$ cat config.mk
export PLATFORM = sky130hd
export DESIGN_NAME = controlDecoder
export DESIGN_NICKNAME = d
export VERILOG_FILES = /design/src/isaPkg.sv /design/src/ctrlPkg.sv /design/src/rTypeDecoder.sv /design/src/multExtendDecoder.sv /design/src/iTypeDecoder.sv /design/src/branchDecoder.sv /design/src/controlSelect.sv /design/src/controlDecoder.sv
export SDC_FILE = /design/constraint.sdc
export NUM_CORES = 1
export LEC_CHECK = 0
export ABC_AREA = 0
export BUFFER_PORTS_ARGS = -buffer_cell sky130_fd_sc_hd__buf_2
export CORE_UTILIZATION = 30
export DETAILED_ROUTE_END_ITERATION = 12
export PLACE_DENSITY = 0.65
export SETUP_SLACK_MARGIN = 0.2
export SYNTH_ARGS = -nofsm -noshare
export SYNTH_HDL_FRONTEND = slang
export SYNTH_SLANG_ARGS = --single-unit
$ cat constraint.sdc
create_clock -name clk -period 1.7 [get_ports clk]
set_clock_uncertainty 0.1 [all_clocks]
set_input_delay 0.34 -clock clk [delete_from_list [all_inputs] [get_ports clk]]
set_output_delay 0.34 -clock clk [all_outputs]
set_load 0.03 [all_outputs]
$ cat src/isaPkg.sv
`default_nettype none

package isaPkg;

    typedef logic [31:0] instr_t;
    typedef logic [5:0]  opcode_t;
    typedef logic [5:0]  funct_t;
    typedef logic [4:0]  regField_t;

    // field order matches the encoded word, msb first
    typedef struct packed {
        opcode_t   opcode;
        regField_t rs;
        regField_t rt;
        regField_t rd;
        regField_t shamt;
        funct_t    funct;
    } instrFields_t;

    //////////////////////////////
    // major opcodes
    //////////////////////////////
    localparam opcode_t OP_SPECIAL  = 6'b000000;
    localparam opcode_t OP_REGIMM   = 6'b000001;
    localparam opcode_t OP_J        = 6'b000010;
    localparam opcode_t OP_JAL      = 6'b000011;
    localparam opcode_t OP_BEQ      = 6'b000100;
    localparam opcode_t OP_BNE      = 6'b000101;
    localparam opcode_t OP_BLEZ     = 6'b000110;
    localparam opcode_t OP_BGTZ     = 6'b000111;
    localparam opcode_t OP_ADDI     = 6'b001000;
    localparam opcode_t OP_ADDIU    = 6'b001001;
    localparam opcode_t OP_SLTI     = 6'b001010;
    localparam opcode_t OP_SLTIU    = 6'b001011;
    localparam opcode_t OP_ANDI     = 6'b001100;
    localparam opcode_t OP_ORI      = 6'b001101;
    localparam opcode_t OP_XORI     = 6'b001110;
    localparam opcode_t OP_LUI      = 6'b001111;
    localparam opcode_t OP_SPECIAL2 = 6'b011100;
    localparam opcode_t OP_SPECIAL3 = 6'b011111;
    localparam opcode_t OP_LB       = 6'b100000;
    localparam opcode_t OP_LH       = 6'b100001;
    localparam opcode_t OP_LW       = 6'b100011;
    localparam opcode_t OP_SB       = 6'b101000;
    localparam opcode_t OP_SH       = 6'b101001;
    localparam opcode_t OP_SW       = 6'b101011;

    //////////////////////////////
    // SPECIAL funct codes
    //////////////////////////////
    // rotr and rotrv reuse the srl and srlv codes
    localparam funct_t FN_SLL   = 6'b000000;
    localparam funct_t FN_SRL   = 6'b000010;
    localparam funct_t FN_SRA   = 6'b000011;
    localparam funct_t FN_SLLV  = 6'b000100;
    localparam funct_t FN_SRLV  = 6'b000110;
    localparam funct_t FN_SRAV  = 6'b000111;
    localparam funct_t FN_JR    = 6'b001000;
    localparam funct_t FN_MOVZ  = 6'b001010;
    localparam funct_t FN_MOVN  = 6'b001011;
    localparam funct_t FN_MFHI  = 6'b010000;
    localparam funct_t FN_MTHI  = 6'b010001;
    localparam funct_t FN_MFLO  = 6'b010010;
    localparam funct_t FN_MTLO  = 6'b010011;
    localparam funct_t FN_MULT  = 6'b011000;
    localparam funct_t FN_MULTU = 6'b011001;
    localparam funct_t FN_ADD   = 6'b100000;
    localparam funct_t FN_ADDU  = 6'b100001;
    localparam funct_t FN_SUB   = 6'b100010;
    localparam funct_t FN_AND   = 6'b100100;
    localparam funct_t FN_OR    = 6'b100101;
    localparam funct_t FN_XOR   = 6'b100110;
    localparam funct_t FN_NOR   = 6'b100111;
    localparam funct_t FN_SLT   = 6'b101010;
    localparam funct_t FN_SLTU  = 6'b101011;

    // SPECIAL2 funct codes
    localparam funct_t FN_MADD  = 6'b000000;
    localparam funct_t FN_MUL   = 6'b000010;
    localparam funct_t FN_MSUB  = 6'b000100;

endpackage

`default_nettype wire

$ cat src/ctrlPkg.sv
`default_nettype none

package ctrlPkg;

    typedef logic [5:0] aluOp_t;
    typedef logic [1:0] memSize_t;

    //////////////////////////////
    // ALU operation codes
    //////////////////////////////
    localparam aluOp_t ALU_ADD   = 6'b000000;
    localparam aluOp_t ALU_SUB   = 6'b000001;
    localparam aluOp_t ALU_MUL   = 6'b000010;
    localparam aluOp_t ALU_MULT  = 6'b000011;
    localparam aluOp_t ALU_MADD  = 6'b000100;
    localparam aluOp_t ALU_MSUB  = 6'b000101;
    localparam aluOp_t ALU_LUI   = 6'b000110;
    localparam aluOp_t ALU_BGEZ  = 6'b000111;
    localparam aluOp_t ALU_BEQ   = 6'b001000;
    localparam aluOp_t ALU_BNE   = 6'b001001;
    localparam aluOp_t ALU_BGTZ  = 6'b001010;
    localparam aluOp_t ALU_BLEZ  = 6'b001011;
    localparam aluOp_t ALU_BLTZ  = 6'b001100;
    localparam aluOp_t ALU_J     = 6'b001101;
    localparam aluOp_t ALU_JAL   = 6'b001110;
    localparam aluOp_t ALU_AND   = 6'b001111;
    localparam aluOp_t ALU_OR    = 6'b010000;
    localparam aluOp_t ALU_NOR   = 6'b010001;
    localparam aluOp_t ALU_XOR   = 6'b010010;
    localparam aluOp_t ALU_SEH   = 6'b010011;
    localparam aluOp_t ALU_SLL   = 6'b010100;
    localparam aluOp_t ALU_SRL   = 6'b010101;
    localparam aluOp_t ALU_MOVN  = 6'b010110;
    localparam aluOp_t ALU_MOVZ  = 6'b010111;
    localparam aluOp_t ALU_ROTR  = 6'b011000;
    localparam aluOp_t ALU_SRA   = 6'b011001;
    localparam aluOp_t ALU_SEB   = 6'b011010;
    localparam aluOp_t ALU_SLT   = 6'b011011;
    localparam aluOp_t ALU_MTHI  = 6'b011100;
    localparam aluOp_t ALU_MTLO  = 6'b011101;
    localparam aluOp_t ALU_MFHI  = 6'b011110;
    localparam aluOp_t ALU_MFLO  = 6'b011111;
    localparam aluOp_t ALU_ADDU  = 6'b100000;
    localparam aluOp_t ALU_MULTU = 6'b100001;
    localparam aluOp_t ALU_SLTU  = 6'b100010;
    localparam aluOp_t ALU_JR    = 6'b100011;

    // load/store access size
    localparam memSize_t MEM_WORD = 2'd0;
    localparam memSize_t MEM_HALF = 2'd1;
    localparam memSize_t MEM_BYTE = 2'd2;

    // datapath control word, 20 bits
    typedef struct packed {
        logic     aluSrc;
        logic     regDst;
        logic     regWrite;
        logic     memRead;
        logic     memWrite;
        logic     memToReg;
        logic     aluSft;
        logic     zeroSrc;
        logic     branch;
        logic     jalSrc;
        logic     jZeroSrc;
        logic     jrSrc;
        aluOp_t   aluOp;
        memSize_t semCtrl;
    } ctrlWord_t;

    // one decoder's answer, ctrl is zero unless hit
    typedef struct packed {
        logic      hit;
        ctrlWord_t ctrl;
    } decodeResult_t;

endpackage

`default_nettype wire

$ cat src/rTypeDecoder.sv
`timescale 1ns/1ps
`default_nettype none

module rTypeDecoder (
    input  wire isaPkg::instrFields_t    fields,
    output ctrlPkg::decodeResult_t       result
);

    ctrlPkg::aluOp_t aluOp;
    logic known;
    logic immShift;
    logic noWrite;
    logic isJr;

    // funct lookup
    always_comb begin
        aluOp = ctrlPkg::ALU_ADD;
        known = 1'b1;
        immShift = 1'b0;
        noWrite = 1'b0;
        isJr = 1'b0;
        case (fields.funct)
            isaPkg::FN_SLL: begin
                aluOp = ctrlPkg::ALU_SLL;
                immShift = 1'b1;
            end
            // rs bit 0 picks rotate
            isaPkg::FN_SRL: begin
                aluOp = fields.rs[0] ? ctrlPkg::ALU_ROTR : ctrlPkg::ALU_SRL;
                immShift = 1'b1;
            end
            isaPkg::FN_SRA: begin
                aluOp = ctrlPkg::ALU_SRA;
                immShift = 1'b1;
            end
            isaPkg::FN_SLLV:  aluOp = ctrlPkg::ALU_SLL;
            // variable form, shamt bit 0 picks rotate
            isaPkg::FN_SRLV:  aluOp = fields.shamt[0] ? ctrlPkg::ALU_ROTR : ctrlPkg::ALU_SRL;
            isaPkg::FN_SRAV:  aluOp = ctrlPkg::ALU_SRA;
            isaPkg::FN_ADD:   aluOp = ctrlPkg::ALU_ADD;
            isaPkg::FN_ADDU:  aluOp = ctrlPkg::ALU_ADDU;
            isaPkg::FN_SUB:   aluOp = ctrlPkg::ALU_SUB;
            isaPkg::FN_AND:   aluOp = ctrlPkg::ALU_AND;
            isaPkg::FN_OR:    aluOp = ctrlPkg::ALU_OR;
            isaPkg::FN_NOR:   aluOp = ctrlPkg::ALU_NOR;
            isaPkg::FN_XOR:   aluOp = ctrlPkg::ALU_XOR;
            isaPkg::FN_SLT:   aluOp = ctrlPkg::ALU_SLT;
            isaPkg::FN_SLTU:  aluOp = ctrlPkg::ALU_SLTU;
            isaPkg::FN_MOVN:  aluOp = ctrlPkg::ALU_MOVN;
            isaPkg::FN_MOVZ:  aluOp = ctrlPkg::ALU_MOVZ;
            isaPkg::FN_MFHI:  aluOp = ctrlPkg::ALU_MFHI;
            isaPkg::FN_MFLO:  aluOp = ctrlPkg::ALU_MFLO;
            // these only touch HI/LO
            isaPkg::FN_MULT: begin
                aluOp = ctrlPkg::ALU_MULT;
                noWrite = 1'b1;
            end
            isaPkg::FN_MULTU: begin
                aluOp = ctrlPkg::ALU_MULTU;
                noWrite = 1'b1;
            end
            isaPkg::FN_MTHI: begin
                aluOp = ctrlPkg::ALU_MTHI;
                noWrite = 1'b1;
            end
            isaPkg::FN_MTLO: begin
                aluOp = ctrlPkg::ALU_MTLO;
                noWrite = 1'b1;
            end
            isaPkg::FN_JR: begin
                aluOp = ctrlPkg::ALU_JR;
                isJr = 1'b1;
            end
            default: known = 1'b0;
        endcase
    end

    always_comb begin
        result = '0;
        if (fields.opcode == isaPkg::OP_SPECIAL && known) begin
            result.hit = 1'b1;
            result.ctrl.aluOp = aluOp;
            result.ctrl.jalSrc = 1'b1;
            if (isJr) begin
                result.ctrl.branch = 1'b1;
                result.ctrl.jrSrc = 1'b1;
            end else begin
                result.ctrl.regDst = 1'b1;
                result.ctrl.regWrite = ~noWrite;
                result.ctrl.memToReg = 1'b1;
                result.ctrl.aluSft = immShift;
            end
        end
    end

endmodule

`default_nettype wire

$ cat src/multExtendDecoder.sv
`timescale 1ns/1ps
`default_nettype none

module multExtendDecoder (
    input  wire isaPkg::instrFields_t    fields,
    output ctrlPkg::decodeResult_t       result
);

    always_comb begin
        result = '0;
        if (fields.opcode == isaPkg::OP_SPECIAL2) begin
            // register-format pattern, then per funct
            result.hit = 1'b1;
            result.ctrl.regDst = 1'b1;
            result.ctrl.regWrite = 1'b1;
            result.ctrl.memToReg = 1'b1;
            result.ctrl.jalSrc = 1'b1;
            case (fields.funct)
                isaPkg::FN_MUL: result.ctrl.aluOp = ctrlPkg::ALU_MUL;
                // accumulate into HI/LO only
                isaPkg::FN_MADD: begin
                    result.ctrl.aluOp = ctrlPkg::ALU_MADD;
                    result.ctrl.regWrite = 1'b0;
                end
                isaPkg::FN_MSUB: begin
                    result.ctrl.aluOp = ctrlPkg::ALU_MSUB;
                    result.ctrl.regWrite = 1'b0;
                end
                default: result = '0;
            endcase
        end else if (fields.opcode == isaPkg::OP_SPECIAL3) begin
            result.hit = 1'b1;
            result.ctrl.regDst = 1'b1;
            result.ctrl.regWrite = 1'b1;
            result.ctrl.memToReg = 1'b1;
            result.ctrl.jalSrc = 1'b1;
            // shamt bit 3 separates halfword from byte
            result.ctrl.aluOp = fields.shamt[3] ? ctrlPkg::ALU_SEH : ctrlPkg::ALU_SEB;
        end
    end

endmodule

`default_nettype wire

$ cat src/iTypeDecoder.sv
`timescale 1ns/1ps
`default_nettype none

module iTypeDecoder (
    input  wire isaPkg::instrFields_t    fields,
    output ctrlPkg::decodeResult_t       result
);

    ctrlPkg::aluOp_t aluOp;
    ctrlPkg::memSize_t size;
    logic known;
    logic zeroSrc;
    logic isLoad;
    logic isStore;

    always_comb begin
        aluOp = ctrlPkg::ALU_ADD;
        size = ctrlPkg::MEM_WORD;
        known = 1'b1;
        zeroSrc = 1'b0;
        isLoad = 1'b0;
        isStore = 1'b0;
        case (fields.opcode)
            isaPkg::OP_ADDI:  aluOp = ctrlPkg::ALU_ADD;
            isaPkg::OP_ADDIU: aluOp = ctrlPkg::ALU_ADDU;
            isaPkg::OP_SLTI:  aluOp = ctrlPkg::ALU_SLT;
            isaPkg::OP_LUI:   aluOp = ctrlPkg::ALU_LUI;
            // zero-extended immediates
            isaPkg::OP_SLTIU: begin
                aluOp = ctrlPkg::ALU_SLTU;
                zeroSrc = 1'b1;
            end
            isaPkg::OP_ANDI: begin
                aluOp = ctrlPkg::ALU_AND;
                zeroSrc = 1'b1;
            end
            isaPkg::OP_ORI: begin
                aluOp = ctrlPkg::ALU_OR;
                zeroSrc = 1'b1;
            end
            isaPkg::OP_XORI: begin
                aluOp = ctrlPkg::ALU_XOR;
                zeroSrc = 1'b1;
            end
            // address add for all memory ops
            isaPkg::OP_LW:    isLoad = 1'b1;
            isaPkg::OP_LH: begin
                isLoad = 1'b1;
                size = ctrlPkg::MEM_HALF;
            end
            isaPkg::OP_LB: begin
                isLoad = 1'b1;
                size = ctrlPkg::MEM_BYTE;
            end
            isaPkg::OP_SW:    isStore = 1'b1;
            isaPkg::OP_SH: begin
                isStore = 1'b1;
                size = ctrlPkg::MEM_HALF;
            end
            isaPkg::OP_SB: begin
                isStore = 1'b1;
                size = ctrlPkg::MEM_BYTE;
            end
            default: known = 1'b0;
        endcase
    end

    always_comb begin
        result = '0;
        if (known) begin
            result.hit = 1'b1;
            result.ctrl.aluSrc = 1'b1;
            result.ctrl.jalSrc = 1'b1;
            result.ctrl.aluOp = aluOp;
            result.ctrl.zeroSrc = zeroSrc;
            result.ctrl.semCtrl = size;
            result.ctrl.memRead = isLoad;
            result.ctrl.memWrite = isStore;
            result.ctrl.regWrite = ~isStore;
            // loads write back from memory, not the ALU
            result.ctrl.memToReg = ~(isLoad | isStore);
        end
    end

endmodule

`default_nettype wire

$ cat src/branchDecoder.sv
`timescale 1ns/1ps
`default_nettype none

module branchDecoder (
    input  wire isaPkg::instrFields_t    fields,
    output ctrlPkg::decodeResult_t       result
);

    ctrlPkg::aluOp_t aluOp;
    logic known;
    logic condBranch;
    logic isJal;

    always_comb begin
        aluOp = ctrlPkg::ALU_J;
        known = 1'b1;
        condBranch = 1'b0;
        isJal = 1'b0;
        case (fields.opcode)
            // rt selects the regimm compare
            isaPkg::OP_REGIMM: begin
                condBranch = 1'b1;
                if (fields.rt == 5'd1) begin
                    aluOp = ctrlPkg::ALU_BGEZ;
                end else if (fields.rt == 5'd0) begin
                    aluOp = ctrlPkg::ALU_BLTZ;
                end else begin
                    known = 1'b0;
                end
            end
            isaPkg::OP_BEQ: begin
                aluOp = ctrlPkg::ALU_BEQ;
                condBranch = 1'b1;
            end
            isaPkg::OP_BNE: begin
                aluOp = ctrlPkg::ALU_BNE;
                condBranch = 1'b1;
            end
            isaPkg::OP_BGTZ: begin
                aluOp = ctrlPkg::ALU_BGTZ;
                condBranch = 1'b1;
            end
            isaPkg::OP_BLEZ: begin
                aluOp = ctrlPkg::ALU_BLEZ;
                condBranch = 1'b1;
            end
            isaPkg::OP_J:     aluOp = ctrlPkg::ALU_J;
            isaPkg::OP_JAL: begin
                aluOp = ctrlPkg::ALU_JAL;
                isJal = 1'b1;
            end
            default: known = 1'b0;
        endcase
    end

    always_comb begin
        result = '0;
        if (known) begin
            result.hit = 1'b1;
            result.ctrl.branch = 1'b1;
            result.ctrl.aluOp = aluOp;
            result.ctrl.jZeroSrc = condBranch;
            // jal writes the link register, jalSrc low selects it
            result.ctrl.jalSrc = ~isJal;
            result.ctrl.regWrite = isJal;
            result.ctrl.memToReg = isJal;
        end
    end

endmodule

`default_nettype wire

$ cat src/controlSelect.sv
`timescale 1ns/1ps
`default_nettype none

module controlSelect (
    input  wire                          clk,
    input  wire                          reset,
    input  wire isaPkg::instr_t          instruction,
    input  wire ctrlPkg::decodeResult_t  rResult,
    input  wire ctrlPkg::decodeResult_t  mxResult,
    input  wire ctrlPkg::decodeResult_t  iResult,
    input  wire ctrlPkg::decodeResult_t  bResult,
    output ctrlPkg::ctrlWord_t           ctrl
);

    ctrlPkg::ctrlWord_t nextCtrl;

    // nop beats the sll match from the R-type decoder
    always_comb begin
        nextCtrl = '0;
        if (instruction == '0) begin
            nextCtrl.jalSrc = 1'b1;
            nextCtrl.aluOp = ctrlPkg::ALU_ADD;
        end else if (rResult.hit) begin
            nextCtrl = rResult.ctrl;
        end else if (mxResult.hit) begin
            nextCtrl = mxResult.ctrl;
        end else if (iResult.hit) begin
            nextCtrl = iResult.ctrl;
        end else if (bResult.hit) begin
            nextCtrl = bResult.ctrl;
        end
    end

    //////////////////////////////
    // decode stage register
    //////////////////////////////
    always_ff @(posedge clk) begin
        if (reset) begin
            ctrl <= '0;
        end else begin
            ctrl <= nextCtrl;
        end
    end

endmodule

`default_nettype wire

$ cat src/controlDecoder.sv
`timescale 1ns/1ps
`default_nettype none

module controlDecoder (
    input  wire                  clk,
    input  wire                  reset,
    input  wire isaPkg::instr_t  instruction,
    output ctrlPkg::ctrlWord_t   ctrl
);

    isaPkg::instrFields_t fields;
    ctrlPkg::decodeResult_t rResult;
    ctrlPkg::decodeResult_t mxResult;
    ctrlPkg::decodeResult_t iResult;
    ctrlPkg::decodeResult_t bResult;

    assign fields = isaPkg::instrFields_t'(instruction);

    // one decoder per instruction class
    rTypeDecoder u_rTypeDecoder (.fields(fields), .result(rResult));
    multExtendDecoder u_multExtendDecoder (.fields(fields), .result(mxResult));
    iTypeDecoder u_iTypeDecoder (.fields(fields), .result(iResult));
    branchDecoder u_branchDecoder (.fields(fields), .result(bResult));

    controlSelect u_controlSelect (
        .clk(clk),
        .reset(reset),
        .instruction(instruction),
        .rResult(rResult),
        .mxResult(mxResult),
        .iResult(iResult),
        .bResult(bResult),
        .ctrl(ctrl)
    );

endmodule

`default_nettype wire

# After elaboration in Yosys (flattened, before gate mapping)
# Cells that the tools add are included.
# classes
n_mux	59
bitwise_logic	5
n_eq_ne	47
n_reduce_logical	22
# ops
operator	n
case mux 6 bit (21 select lines)	1
== test 6 bit (second input constant)	15
== test 6 x 4 -> 1 bit (second input constant)	11
== test 6 x 5 -> 1 bit (second input constant)	8
== test 6 x 3 -> 1 bit (second input constant)	7
case mux 6 bit (7 select lines)	1
two-way mux 20 bit	2
case mux 6 bit (6 select lines)	1
zero test 32 bit	1
two-way mux 1 bit	26
== test 6 x 2 -> 1 bit (second input constant)	4
two-way mux 6 bit	4
OR reduction 24 bit	1
two-way mux 19 bit	1
two-way mux 18 bit	1
two-way mux 2 bit	9
two-way mux 4 bit	4
OR reduction 3 bit	5
two-way mux 7 bit	2
OR reduction 14 bit	1
zero test 6 bit	2
OR reduction 4 bit	3
OR reduction 2 bit	5
two-way mux 3 bit	3
other kinds (12)	15
# word_totals
register_bits	20

# Logic depth before layout (Yosys ltp)
# Gate-level depths: netlist of the first run.
# depth
depth_word	10
ltp_mapped	7

# Modules after synthesis
# A second synthesis of the first run with hierarchy kept.
# unflattened
cells_unflattened	367
hier_area_um2	2573.7
# by_module_without_submodules
mod	seq_area_each_um2	area_each_um2	instances	cells_per_inst
controlSelect	400.4	1171.1	1	150
rTypeDecoder	0.0	661.9	1	104
branchDecoder	0.0	265.3	1	41
iTypeDecoder	0.0	256.5	1	41
multExtendDecoder	0.0	219.0	1	31

# Worst setup path after synthesis of the first run
# OpenSTA, ideal clock, no wires.
# synth_path
path_kind	in2reg
startpoint	in instruction[1]
endpoint	reg u_controlSelect.ctrl[19] (netlist name)
arrival_time_ns	1.613
path_stages	7
required_ns	1.465
setup_slack_ns	-0.148
n_path_buf	2
setup_ns	0.135
path_cell_list	buf_2 > or4_1 > nor3_1 > nand4_1 > nand2b_1 > buf_4 > a211oi_1
# synth_via
elab_chain_len	6
elab_cells_between_ends	34
cone_classes	eq/ne: 23; mux: 5; reduce/logical: 6
# synth_rtl
element	line_no	source
from (decl)	controlDecoder.sv:7	input wire isaPkg::instr_t instruction,
== test 6 x 3 -> 1 bit (tied with other cells)	rTypeDecoder.sv:22	case (fields.funct)
OR reduction 24 bit (no source line)	-	
two-way mux 1 bit	rTypeDecoder.sv:22	
logical AND 1 bit	rTypeDecoder.sv:80	if (fields.opcode == isaPkg::OP_SPECIAL && known) begin
two-way mux 1 bit	rTypeDecoder.sv:80	
OR reduction 3 bit (no source line)	-	
# Parallel ways exist; a longest one is shown, timed or not.
# A chain may end at the register's enable or synchronous reset.

# Worst setup path after layout of the first run
# layout_path
startpoint	in instruction[2]
endpoint	reg u_controlSelect.ctrl[2] (netlist name)
# layout_via
elab_chain_len	6
elab_cells_between_ends	41
cone_classes	eq/ne: 23; mux: 10; reduce/logical: 8
# layout_rtl
element	line_no	source
== test 6 x 3 -> 1 bit (tied with other cells)	rTypeDecoder.sv:22	
OR reduction 24 bit (no source line) / OR reduction 3 bit (equally long branches)	-	
two-way mux 1 bit / two-way mux 3 bit (equally long branches)	rTypeDecoder.sv:22, multExtendDecoder.sv:18	
logical AND 1 bit / two-way mux 1 bit (equally long branches)	rTypeDecoder.sv:80, multExtendDecoder.sv:11	
two-way mux 7 bit (tied with other cells)	rTypeDecoder.sv:80	
two-way mux 19 bit	controlSelect.sv:23	end else if (rResult.hit) begin
# Parallel ways exist; a longest one is shown, timed or not.

==> results of run 1 <==
[cell type report]
cell class,instances,share of cell area (%)
Multi-Input combinational cell,168,48.3
Timing Repair Buffer,110,29.7
Sequential cell,20,15.7
Tap cell,70,3.43
Clock buffer,4,2.16
Inverter,5,0.736
[how the worst max path moves through the flow]
stage / endpoint / slack [ns] / cells past startpoint
detailed placement: u_controlSelect.ctrl[13] / -0.33 / 7
global route: u_controlSelect.ctrl[19] / -0.03 / 7
global placement: u_controlSelect.ctrl[13] / -0.31 / 7
floorplan: u_controlSelect.ctrl[7] / -0.06 / 6
finish: u_controlSelect.ctrl[2] / 0.02 / 7
CTS: u_controlSelect.ctrl[19] / 0.06 / 7
[cells by family (layout without fill, tap and decap cells)]
family                    Yosys count  after routing  share of synthesized area (%)
AOI/OAI and AO/OA                  63             63                           27.3
xor gates and xnor gates            3              3                           1.63
buffers and inverters              24            119                           7.82
DFF                                20             20                           24.8
muxes                               3              3                           1.86
and+or+nand+nor                    99             99                           36.6
[layer usage]
layer	wire length, µm	share of wire, %
met5	0	0
met4	74	1.5
met3	192	3.9
met2	2360	47
met1	2340	47
[cell usage after synthesis (all sizes together) (3+ instances only)]
| master | number |
|---|---|
| a21oi | 11 |
| nor3 | 12 |
| nand4b | 4 |
| nand2b | 7 |
| nor2 | 16 |
| inv | 5 |
| mux2i | 3 |
| a31oi | 3 |
| or4 | 3 |
| o221ai | 3 |
| nand2 | 11 |
| nand3 | 7 |
| nor4 | 6 |
| dfxtp | 20 |
| buf | 13 |
| o21ai | 18 |
| and3 | 3 |
| clkbuf | 6 |
| o221a | 3 |
| nor2b | 7 |
| o211ai | 5 |
| or3 | 3 |
| nand4 | 3 |
| xnor2 | 3 |
[metrics by stage]
| stage | total power [mW] | hold WS [ns] |
|---|---|---|
| floorplan | 0.711 | 0.309 |
| global placement | 0.876 | 0.481 |
| detailed placement | 0.883 | 0.474 |
| CTS | 1.25 | 0.211 |
| global route | 1.32 | 0.214 |
| finish | 1.25 | 0.218 |
[timing repair]
item | in CTS | in global routing
setup buffers | 2 | 1
resized for setup | 27 | 9
endpoints found under the setup margin | 17 | 17
pin swaps | 4 | 7
[cell usage in the layout (no fill, tap or decap), types with 6 or more instances in the layout]
master	instances
nand2b_1	6
dfxtp_1	20
nand2_1	11
buf_4	52
nor2_1	12
o21ai_0	13
buf_2	47
nand3_1	6
a21oi_1	6
buf_6	8
nor3_1	9
[power by group through the flow]
| stage | clock network, mW | registers [mW] | logic (mW) |
|---|---|---|---|
| after global routing | 0.364 | 0.482 | 0.469 |
| final | 0.340 | 0.481 | 0.431 |
| after floorplan | 0 | 0.514 | 0.197 |
| after global placement | 0 | 0.492 | 0.385 |
| after CTS | 0.348 | 0.481 | 0.418 |
| after detailed placement | 0 | 0.492 | 0.391 |
==> results.py, run 1 <==
metrics = {
    "run_status": {
        "status": "finished clean",
    },
    "clock_tree": {
        "cts_tree": "done",
        "cts_hold_buf": 0,
        "cts_sinks": 20,
        "clockRootBuffer": "clkbuf_8",
        "htreeDepth": 1,
        "clk_path_buf_depth": 2,
        "clk_pin_slew_ns": 0.07,
        "numCtsBuffers": 3,
    },
    "power": {
        "swShare_pct": 28.6,
        "clockPowerShare_pct": 27.1,
        "leakage_nw": 1.09,
        "ir_drop_mv": 0.321,
        "seq_power_share_pct": 38.4,
        "combPwrFrac_pct": 34.4,
        "p_switching_uw": 358,
        "p_per_area_nw_per_um2": 491,
        "internal_power_uw": 894,
    },
    "placement": {
        "numPortBuffers": 53,
        "place_area_um2": 2330,
        "gp_congestion": 0.899,
        "dp_cells": 370,
        "dp_hpwl_um": 4040,
        "dp_slack_ns": -0.333,
    },
    "run": {
        "cap_viol_max_count": 0,
    },
    "die": {
        "die_w_um": 75.4,
        "io_pins": 54,
        "start_util_pct": 31.4,
        "fp.dieH_um": 75.4,
        "num_rows": 26,
        "die-area_um2": 5680,
        "core_region_area_um2": 5140,
    },
    "min_path": {
        "holdPathStages": 2,
        "hold_path.class": "in2reg",
        "hold_path_end": "u_controlSelect.ctrl[10]",
        "min_from": "reset",
    },
    "sta": {
        "worst_slack_ns": 0.0246,
        "drv_slew": 0,
        "fmax_ghz": 0.597,
        "fin_setup_tns_ns": 0,
        "min_period_ns": 1.68,
        "hold_viol": 0,
        "post-route-period-util_pct": 98.6,
        "tightestPinTransition_ns": 0.446,
        "slew_headroom_pct": 69.5,
        "rsz0062_at_grt": "yes",
        "finalSetupViolCount": 0,
    },
    "final_layout": {
        "area_growth_pct": 57.9,
        "seq_area_um2": 400,
        "largest_reg_flops": 20,
        "drive_gt1_share_pct": 48.2,
        "fin_nets": 342,
        "regMostFlops": "u_controlSelect.ctrl",
        "reg_top3": "u_controlSelect.ctrl x20",
        "fin_cells": 377,
        "multi_input_area_um2": 1230,
        "antenna_cells": 0,
        "utilization_pct": 49.6,
        "fillers": 503,
        "finalInstanceArea_um2": 2550,
    },
    "drt": {
        "wl_per_cell_um": 13.2,
        "drc": 0,
        "via_per_inst": 5.21,
        "wirelength_um": 4960,
        "drt_iter0_drc": 78,
        "vias": 1964,
        "first_pass_iters": 4,
        "ant_nets": 0,
    },
    "grt": {
        "antenna_found_initial": 0,
        "grt.met1_usage_pct": 25.5,
        "grt_pass1_wl_um": 8200,
        "grt_pass1_vias": 1795,
        "grt_max_degree": 16,
        "grtUsageTotal_pct": 18.7,
        "grt_overflow": 0,
        "top_usage_layer": "met2",
        "global_route.usage.met3_pct": 1.19,
        "gr-usage-met2_pct": 31.4,
    },
    "synthesis": {
        "synth_edf_count": 0,
        "netlist_area_um2": 1620,
        "ys_seq_elements": 20,
        "synth_cell_types": 59,
        "yosys_warnings": 0,
        "synthArstFlopShare_pct": 0,
        "ys_seq_area_share_pct": 24.8,
        "yosys.area.top_type": "dfxtp_1",
        "synth_area_per_cell_um2": 7.62,
        "synth_top_area_share_pct": 24.8,
        "ys_top_cells_by_area": "dfxtp_1 (25%), o21ai_0 (4.6%), nor3_1 (3.7%), nor2_1 (3.5%), a21oi_1 (3.1%)",
        "synth_fp_nets": 246,
        "synth_ff_type": "dfxtp_1",
        "syn_inst": 212,
    },
    "critical_path": {
        "critPathMaxFanout": 9,
        "endpoint_kind": "register",
        "cp.required_ns": 1.79,
        "crit_path_start": "instruction[2]",
        "arrival_ns": 1.76,
        "path_delay_family": "compound AO/OA/AOI/OAI gates",
        "cp_slowest_cell": "a2111oi_0",
        "path_cells": "clkbuf_4 > buf_6 > buf_4 > a2111oi_0 > o32a_1 > o211ai_1 > a21oi_2",
        "start_kind": "primary input",
        "critPathKind": "in2reg",
        "critPathMaxStageDelay_ns": 0.44,
        "critPathBufInv": 3,
    },
}
(Power assumes the default switching activity.)
==> inputs of run 2 (changes only) <==
--- a/config.mk
+++ b/config.mk
@@ -9,7 +9,7 @@
 export BUFFER_PORTS_ARGS = -buffer_cell sky130_fd_sc_hd__buf_2
 export CORE_UTILIZATION = 30
 export DETAILED_ROUTE_END_ITERATION = 12
-export PLACE_DENSITY = 0.65
+export PLACE_DENSITY = 0.63
 export SETUP_SLACK_MARGIN = 0.2
 export SYNTH_ARGS = -nofsm -noshare
 export SYNTH_HDL_FRONTEND = slang
==> constraint.sdc (replaced) <==
create_clock -name clk -period 2.1 [get_ports clk]
set_clock_uncertainty 0.1 [all_clocks]
set_input_delay 0.42 -clock clk [delete_from_list [all_inputs] [get_ports clk]]
set_output_delay 0.42 -clock clk [all_outputs]
set_load 0.03 [all_outputs]
==> run 2 against run 1 <==
Net effect: die area stayed put; sequential share of layout area increased by 3.3 points; worst setup slack gained 0.28 ns; wire length fell by 7.2%; core utilization down 8.6 points; flip-flop and latch count stayed put; global-route usage fell by 1.5 points; clock-buffer cell count stayed put; clock power is 18% lower; combinational power decreased by 37%; first-iteration DRC count increased by 140%; critical endpoint is now u_controlSelect.ctrl[7]; largest cell class unchanged.
==> results.py, run 2 (synthesis gave the netlist of run 1 again) <==
metrics = {
    "grt": {
        "grt_overflow": 0,
        "grtUsageTotal_pct": 17.2,
        "grt_pass1_vias": 1659,
        "grt_pass1_wl_um": 7590,
        "antenna_found_initial": 0,
        "grt_max_degree": 17,
    },
    "final_layout": {
        "largest_reg_flops": 20,
        "reg_top3": "u_controlSelect.ctrl x20",
        "antenna_cells": 0,
        "fin_nets": 309,
        "final_common_cell": "buf_2",
        "drive_gt1_share_pct": 34.3,
        "utilization_pct": 41.0,
        "regMostFlops": "u_controlSelect.ctrl",
        "area_growth_pct": 30.6,
        "final_cell_mix": "buf_2 (53), buf_4 (24), dfxtp_1 (20)",
    },
    "placement": {
        "gp_congestion": 0.897,
        "numPortBuffers": 53,
        "dp_hpwl_um": 3700,
    },
    "die": {
        "num_rows": 26,
        "fp.dieH_um": 75.4,
        "die_w_um": 75.4,
        "io_pins": 54,
        "die-area_um2": 5680,
        "start_util_pct": 31.4,
        "core_region_area_um2": 5140,
    },
    "sta": {
        "drv_slew": 0,
        "post-route-period-util_pct": 85.5,
        "min_period_ns": 1.80,
        "fmax_ghz": 0.557,
        "rsz0062_at_grt": "no",
        "fin_hold_ws_ns": 0.296,
        "slew_headroom_pct": 64.8,
        "tightestPinTransition_ns": 0.523,
        "fin_setup_tns_ns": 0,
        "hold_viol": 0,
        "finalSetupViolCount": 0,
    },
    "clock_tree": {
        "clk_path_buf_depth": 2,
        "numCtsBuffers": 3,
        "cts_sinks": 20,
        "cts_tree": "done",
        "htreeDepth": 1,
        "clockRootBuffer": "clkbuf_8",
        "clk_pin_slew_ns": 0.07,
    },
    "min_path": {
        "hold_path.class": "in2reg",
    },
    "critical_path": {
        "arrival_ns": 1.89,
        "critPathKind": "in2reg",
        "endpoint_kind": "register",
        "path_cells": "buf_2 > or4b_1 > o211ai_2 > a2bb2oi_1 > or4b_4 > a21oi_2",
        "critPathMaxFanout": 8,
        "start_kind": "primary input",
        "cp_slowest_cell": "or4b_1",
        "path_delay_family": "simple AND/OR/NAND/NOR gates",
        "critPathMaxStageDelay_ns": 0.54,
        "critPathBufInv": 1,
        "cp.required_ns": 2.19,
    },
    "drt": {
        "ant_nets": 0,
        "wirelength_um": 4600,
        "drt_iter0_drc": 184,
        "via_per_inst": 5.34,
        "wl_per_cell_um": 13.4,
        "vias": 1838,
        "drc": 0,
        "first_pass_iters": 6,
    },
    "power": {
        "leakage_nw": 0.880,
        "fin_total_pwr_uw": 941,
        "ir_drop_mv": 0.201,
        "p_per_area_nw_per_um2": 446,
    },
    "run": {
        "cap_viol_max_count": 0,
    },
    "run_status": {
        "status": "finished clean",
    },
}
[run 2: changes by cell type in the layout (fill, tap and decap cells not counted), sizes merged]
cell    delta
buf       -32
clkbuf     -1
[run 2: layout make-up]
type,count,area (µm²)
timing repair buffer,77,445
tap,70,87.6
multi-input combinational,168,1100
fill,549,3030
sequential,20,400
inverter,5,18.8
clock buffer,4,55.1
[run 2: worst paths after layout]
path	from	end	depth (start not counted)
worst min-delay path	reset	u_controlSelect.ctrl[16]	2
worst max-delay path	instruction[1]	u_controlSelect.ctrl[7]	6
[run 2: repair_timing]
action,in CTS,in global routing
buffers inserted,0,0
resized for setup,0,3
endpoints found under the setup margin,0,16
hold buffers,0,0
[run 2: power by group]
part           internal (mW)  total, mW  switching, mW
Combinational          0.116      0.273          0.157
Sequential             0.388      0.390        0.00176
Clock                  0.166      0.279          0.112
Total                  0.671      0.941          0.271
[run 2: metal layers]
metal  wire [µm]  vias to the layer above  track usage, %
li1            -                      932               -
met1        2210                      832            23.9
met2        2080                       72            28.5
met3         283                        2            1.59
met4          27                        0            4.53
met5           0                        -               0
[run 2: stage by stage]
stage	std cells	setup slack, ns	cell area (µm²)
global route	344	0.205	2110
detailed placement	340	0.00990	2040
global placement	340	0.0318	2040
CTS	344	0.275	2100
finish	344	0.305	2110
floorplan	212	0.210	1630
==> inputs of run 3 (changes only) <==
--- a/config.mk
+++ b/config.mk
@@ -9,8 +9,9 @@
 export BUFFER_PORTS_ARGS = -buffer_cell sky130_fd_sc_hd__buf_2
 export CORE_UTILIZATION = 30
 export DETAILED_ROUTE_END_ITERATION = 12
-export PLACE_DENSITY = 0.63
+export PLACE_DENSITY = 0.6
 export SETUP_SLACK_MARGIN = 0.2
 export SYNTH_ARGS = -nofsm -noshare
 export SYNTH_HDL_FRONTEND = slang
+export SYNTH_HIERARCHICAL = 1
 export SYNTH_SLANG_ARGS = --single-unit
==> run 3 against run 2 <==
Net effect: fmax fell by 3.7%; clock power up 7.5%; sequential power hardly changed; via count up 40%; critical path depth rose by 3; first-iteration DRC count decreased by 27%; worst setup slack worse by 0.070 ns; critical endpoint is now u_controlSelect/ctrl[10]; largest power group unchanged.
==> results.py, run 3 <==
metrics = {
    "run_status": {
        "status": "finished clean",
    },
    "critical_path": {
        "cp.required_ns": 2.19,
        "critPathKind": "in2reg",
        "start_kind": "primary input",
        "critPathMaxFanout": 43,
        "arrival_ns": 1.95,
        "endpoint_kind": "register",
    },
    "placement": {
        "gp_congestion": 0.868,
        "dp_cells": 518,
        "numPortBuffers": 53,
        "dp_hpwl_um": 5090,
    },
    "clock_tree": {
        "htreeDepth": 1,
        "post_cts_resized": 0,
        "cts_hold_buf": 0,
        "numCtsBuffers": 3,
        "cts_setup_buffers": 0,
        "clk_path_buf_depth": 2,
        "clockRootBuffer": "clkbuf_8",
        "clk_pin_slew_ns": 0.07,
        "cts_tree": "done",
        "cts_sinks": 20,
    },
    "sta": {
        "fin_hold_ws_ns": 0.266,
        "finalSetupViolCount": 0,
        "drv_slew": 0,
        "rsz0062_at_grt": "yes",
        "min_period_ns": 1.87,
        "fmax_ghz": 0.536,
        "post-route-period-util_pct": 88.8,
        "hold_viol": 0,
    },
    "synthesis": {
        "synthTopCellsByCount": "buf_4 (49), nor2_1 (41), a21oi_1 (36), inv_1 (26)",
        "syn_inst": 367,
        "synthArstFlopShare_pct": 0,
        "ys_top_cells_by_area": "dfxtp_1 (16%), buf_4 (14%), a21oi_1 (7.0%), a221o_1 (7.0%), nor2_1 (6.0%)",
        "netlist_area_um2": 2570,
        "synth_ff_type": "dfxtp_1",
        "synth_top_area_share_pct": 15.6,
        "synth_area_per_cell_um2": 7.01,
        "yosys_warnings": 6,
        "ys_seq_area_share_pct": 15.6,
        "yosysMostFrequentCell": "buf_4",
        "yosys.area.top_type": "dfxtp_1",
        "synth_edf_count": 0,
        "synth_cell_types": 51,
        "ys_seq_elements": 20,
    },
    "min_path": {
        "holdPathStages": 2,
        "hold_path_end": "u_controlSelect/ctrl[10]",
        "hold_path.class": "in2reg",
        "min_from": "reset",
    },
    "final_layout": {
        "reg_top3": "u_controlSelect/ctrl x20",
        "area_growth_pct": 16.3,
        "fin_nets": 452,
        "utilization_pct": 36.3,
        "regMostFlops": "u_controlSelect/ctrl",
        "fillers": 916,
        "antenna_cells": 0,
        "final_common_cell": "buf_2",
        "seq_area_um2": 400,
        "drive_gt1_share_pct": 27.3,
        "fin_cells": 522,
        "largest_reg_flops": 20,
        "final_cell_mix": "buf_2 (53), nor2_1 (41), buf_4 (35)",
        "multi_input_area_um2": 1700,
    },
    "power": {
        "ir_drop_mv": 0.199,
        "p_per_area_nw_per_um2": 347,
        "leakage_nw": 1.19,
        "fin_total_pwr_mw": 1.04,
    },
    "die": {
        "core_region_area_um2": 8260,
        "num_rows": 33,
        "die_w_um": 94.6,
        "io_pins": 54,
        "start_util_pct": 31.2,
        "die-area_um2": 8950,
        "fp.dieH_um": 94.6,
    },
    "grt": {
        "gr-usage-met2_pct": 25.7,
        "grt.met1_usage_pct": 20.6,
        "grt_overflow": 0,
        "antenna_found_initial": 0,
        "global_route.usage.met3_pct": 2.01,
        "top_usage_layer": "met2",
        "grt_pass1_wl_um": 11000,
        "grt_max_degree": 44,
        "grtUsageTotal_pct": 15.1,
        "grt_pass1_vias": 2361,
    },
    "drt": {
        "drc": 0,
        "first_pass_iters": 4,
        "vias": 2568,
        "wl_per_cell_um": 12.5,
        "ant_nets": 0,
        "via_per_inst": 4.92,
        "drt_iter0_drc": 135,
        "wirelength_um": 6520,
    },
    "run": {
        "cap_viol_max_count": 0,
    },
}
[run 3: final cells by class]
class,instances,share of cell area (%)
well taps,105,4.39
flip-flops and latches,20,13.4
repair buffers,92,20.3
clock buffers,4,1.84
multi-input cells,275,56.8
inverters,26,3.26
[run 3: cells by family after synthesis]
group / after synthesis / share of synthesized area [%]
flip-flops: 20 / 15.6
AND/OR/NAND/NOR: 128 / 28.7
buffers and inverters: 102 / 24.0
AO/OA/AOI/OAI: 108 / 29.4
XOR/XNOR: 3 / 1.02
other: 4 / 0.583
multiplexers: 2 / 0.778
[run 3: worst max-delay path by stage]
stage	start	to	slack [ns]	cells past startpoint
final	instruction[27]	u_controlSelect/ctrl[10]	0.23	9
after CTS	instruction[27]	u_controlSelect/ctrl[10]	0.24	9
after global routing	instruction[27]	u_controlSelect/ctrl[10]	0.13	9
after global placement	instruction[27]	u_controlSelect/ctrl[10]	-0.005	9
after detailed placement	instruction[27]	u_controlSelect/ctrl[10]	-0.05	9
after floorplan	instruction[29]	u_controlSelect/ctrl[10]	0.09	9
[run 3: power by group]
part           internal (mW)  switching (mW)  total (mW)
Clock                  0.167           0.132       0.300
Combinational          0.147           0.203       0.350
Sequential             0.388         0.00200       0.390
[run 3: critical path, cell delays in order]
cell and delay [ns]:
buf_2 0.11, buf_4 0.16, nor4_4 0.26, nand3_1 0.12
a21oi_2 0.18, buf_12 0.22, inv_1 0.06, a211o_1 0.28
a31oi_1 0.13
[run 3: through the flow]
step	setup TNS, ns	setup WS, ns	cell area, µm²
final	0	0.235	2990
after global routing	0	0.131	2990
after CTS	0	0.240	2980
after detailed placement	-0.0948	-0.0487	2920
after global placement	-0.00522	-0.00522	2920
after floorplan	0	0.0881	2770
[run 3: per-layer routing]
metal / vias to the layer above / routed length (µm)
met4: 0 / 35
met2: 50 / 3140
met3: 3 / 287
met5: - / 0
li1: 1335 / -
met1: 1180 / 3050
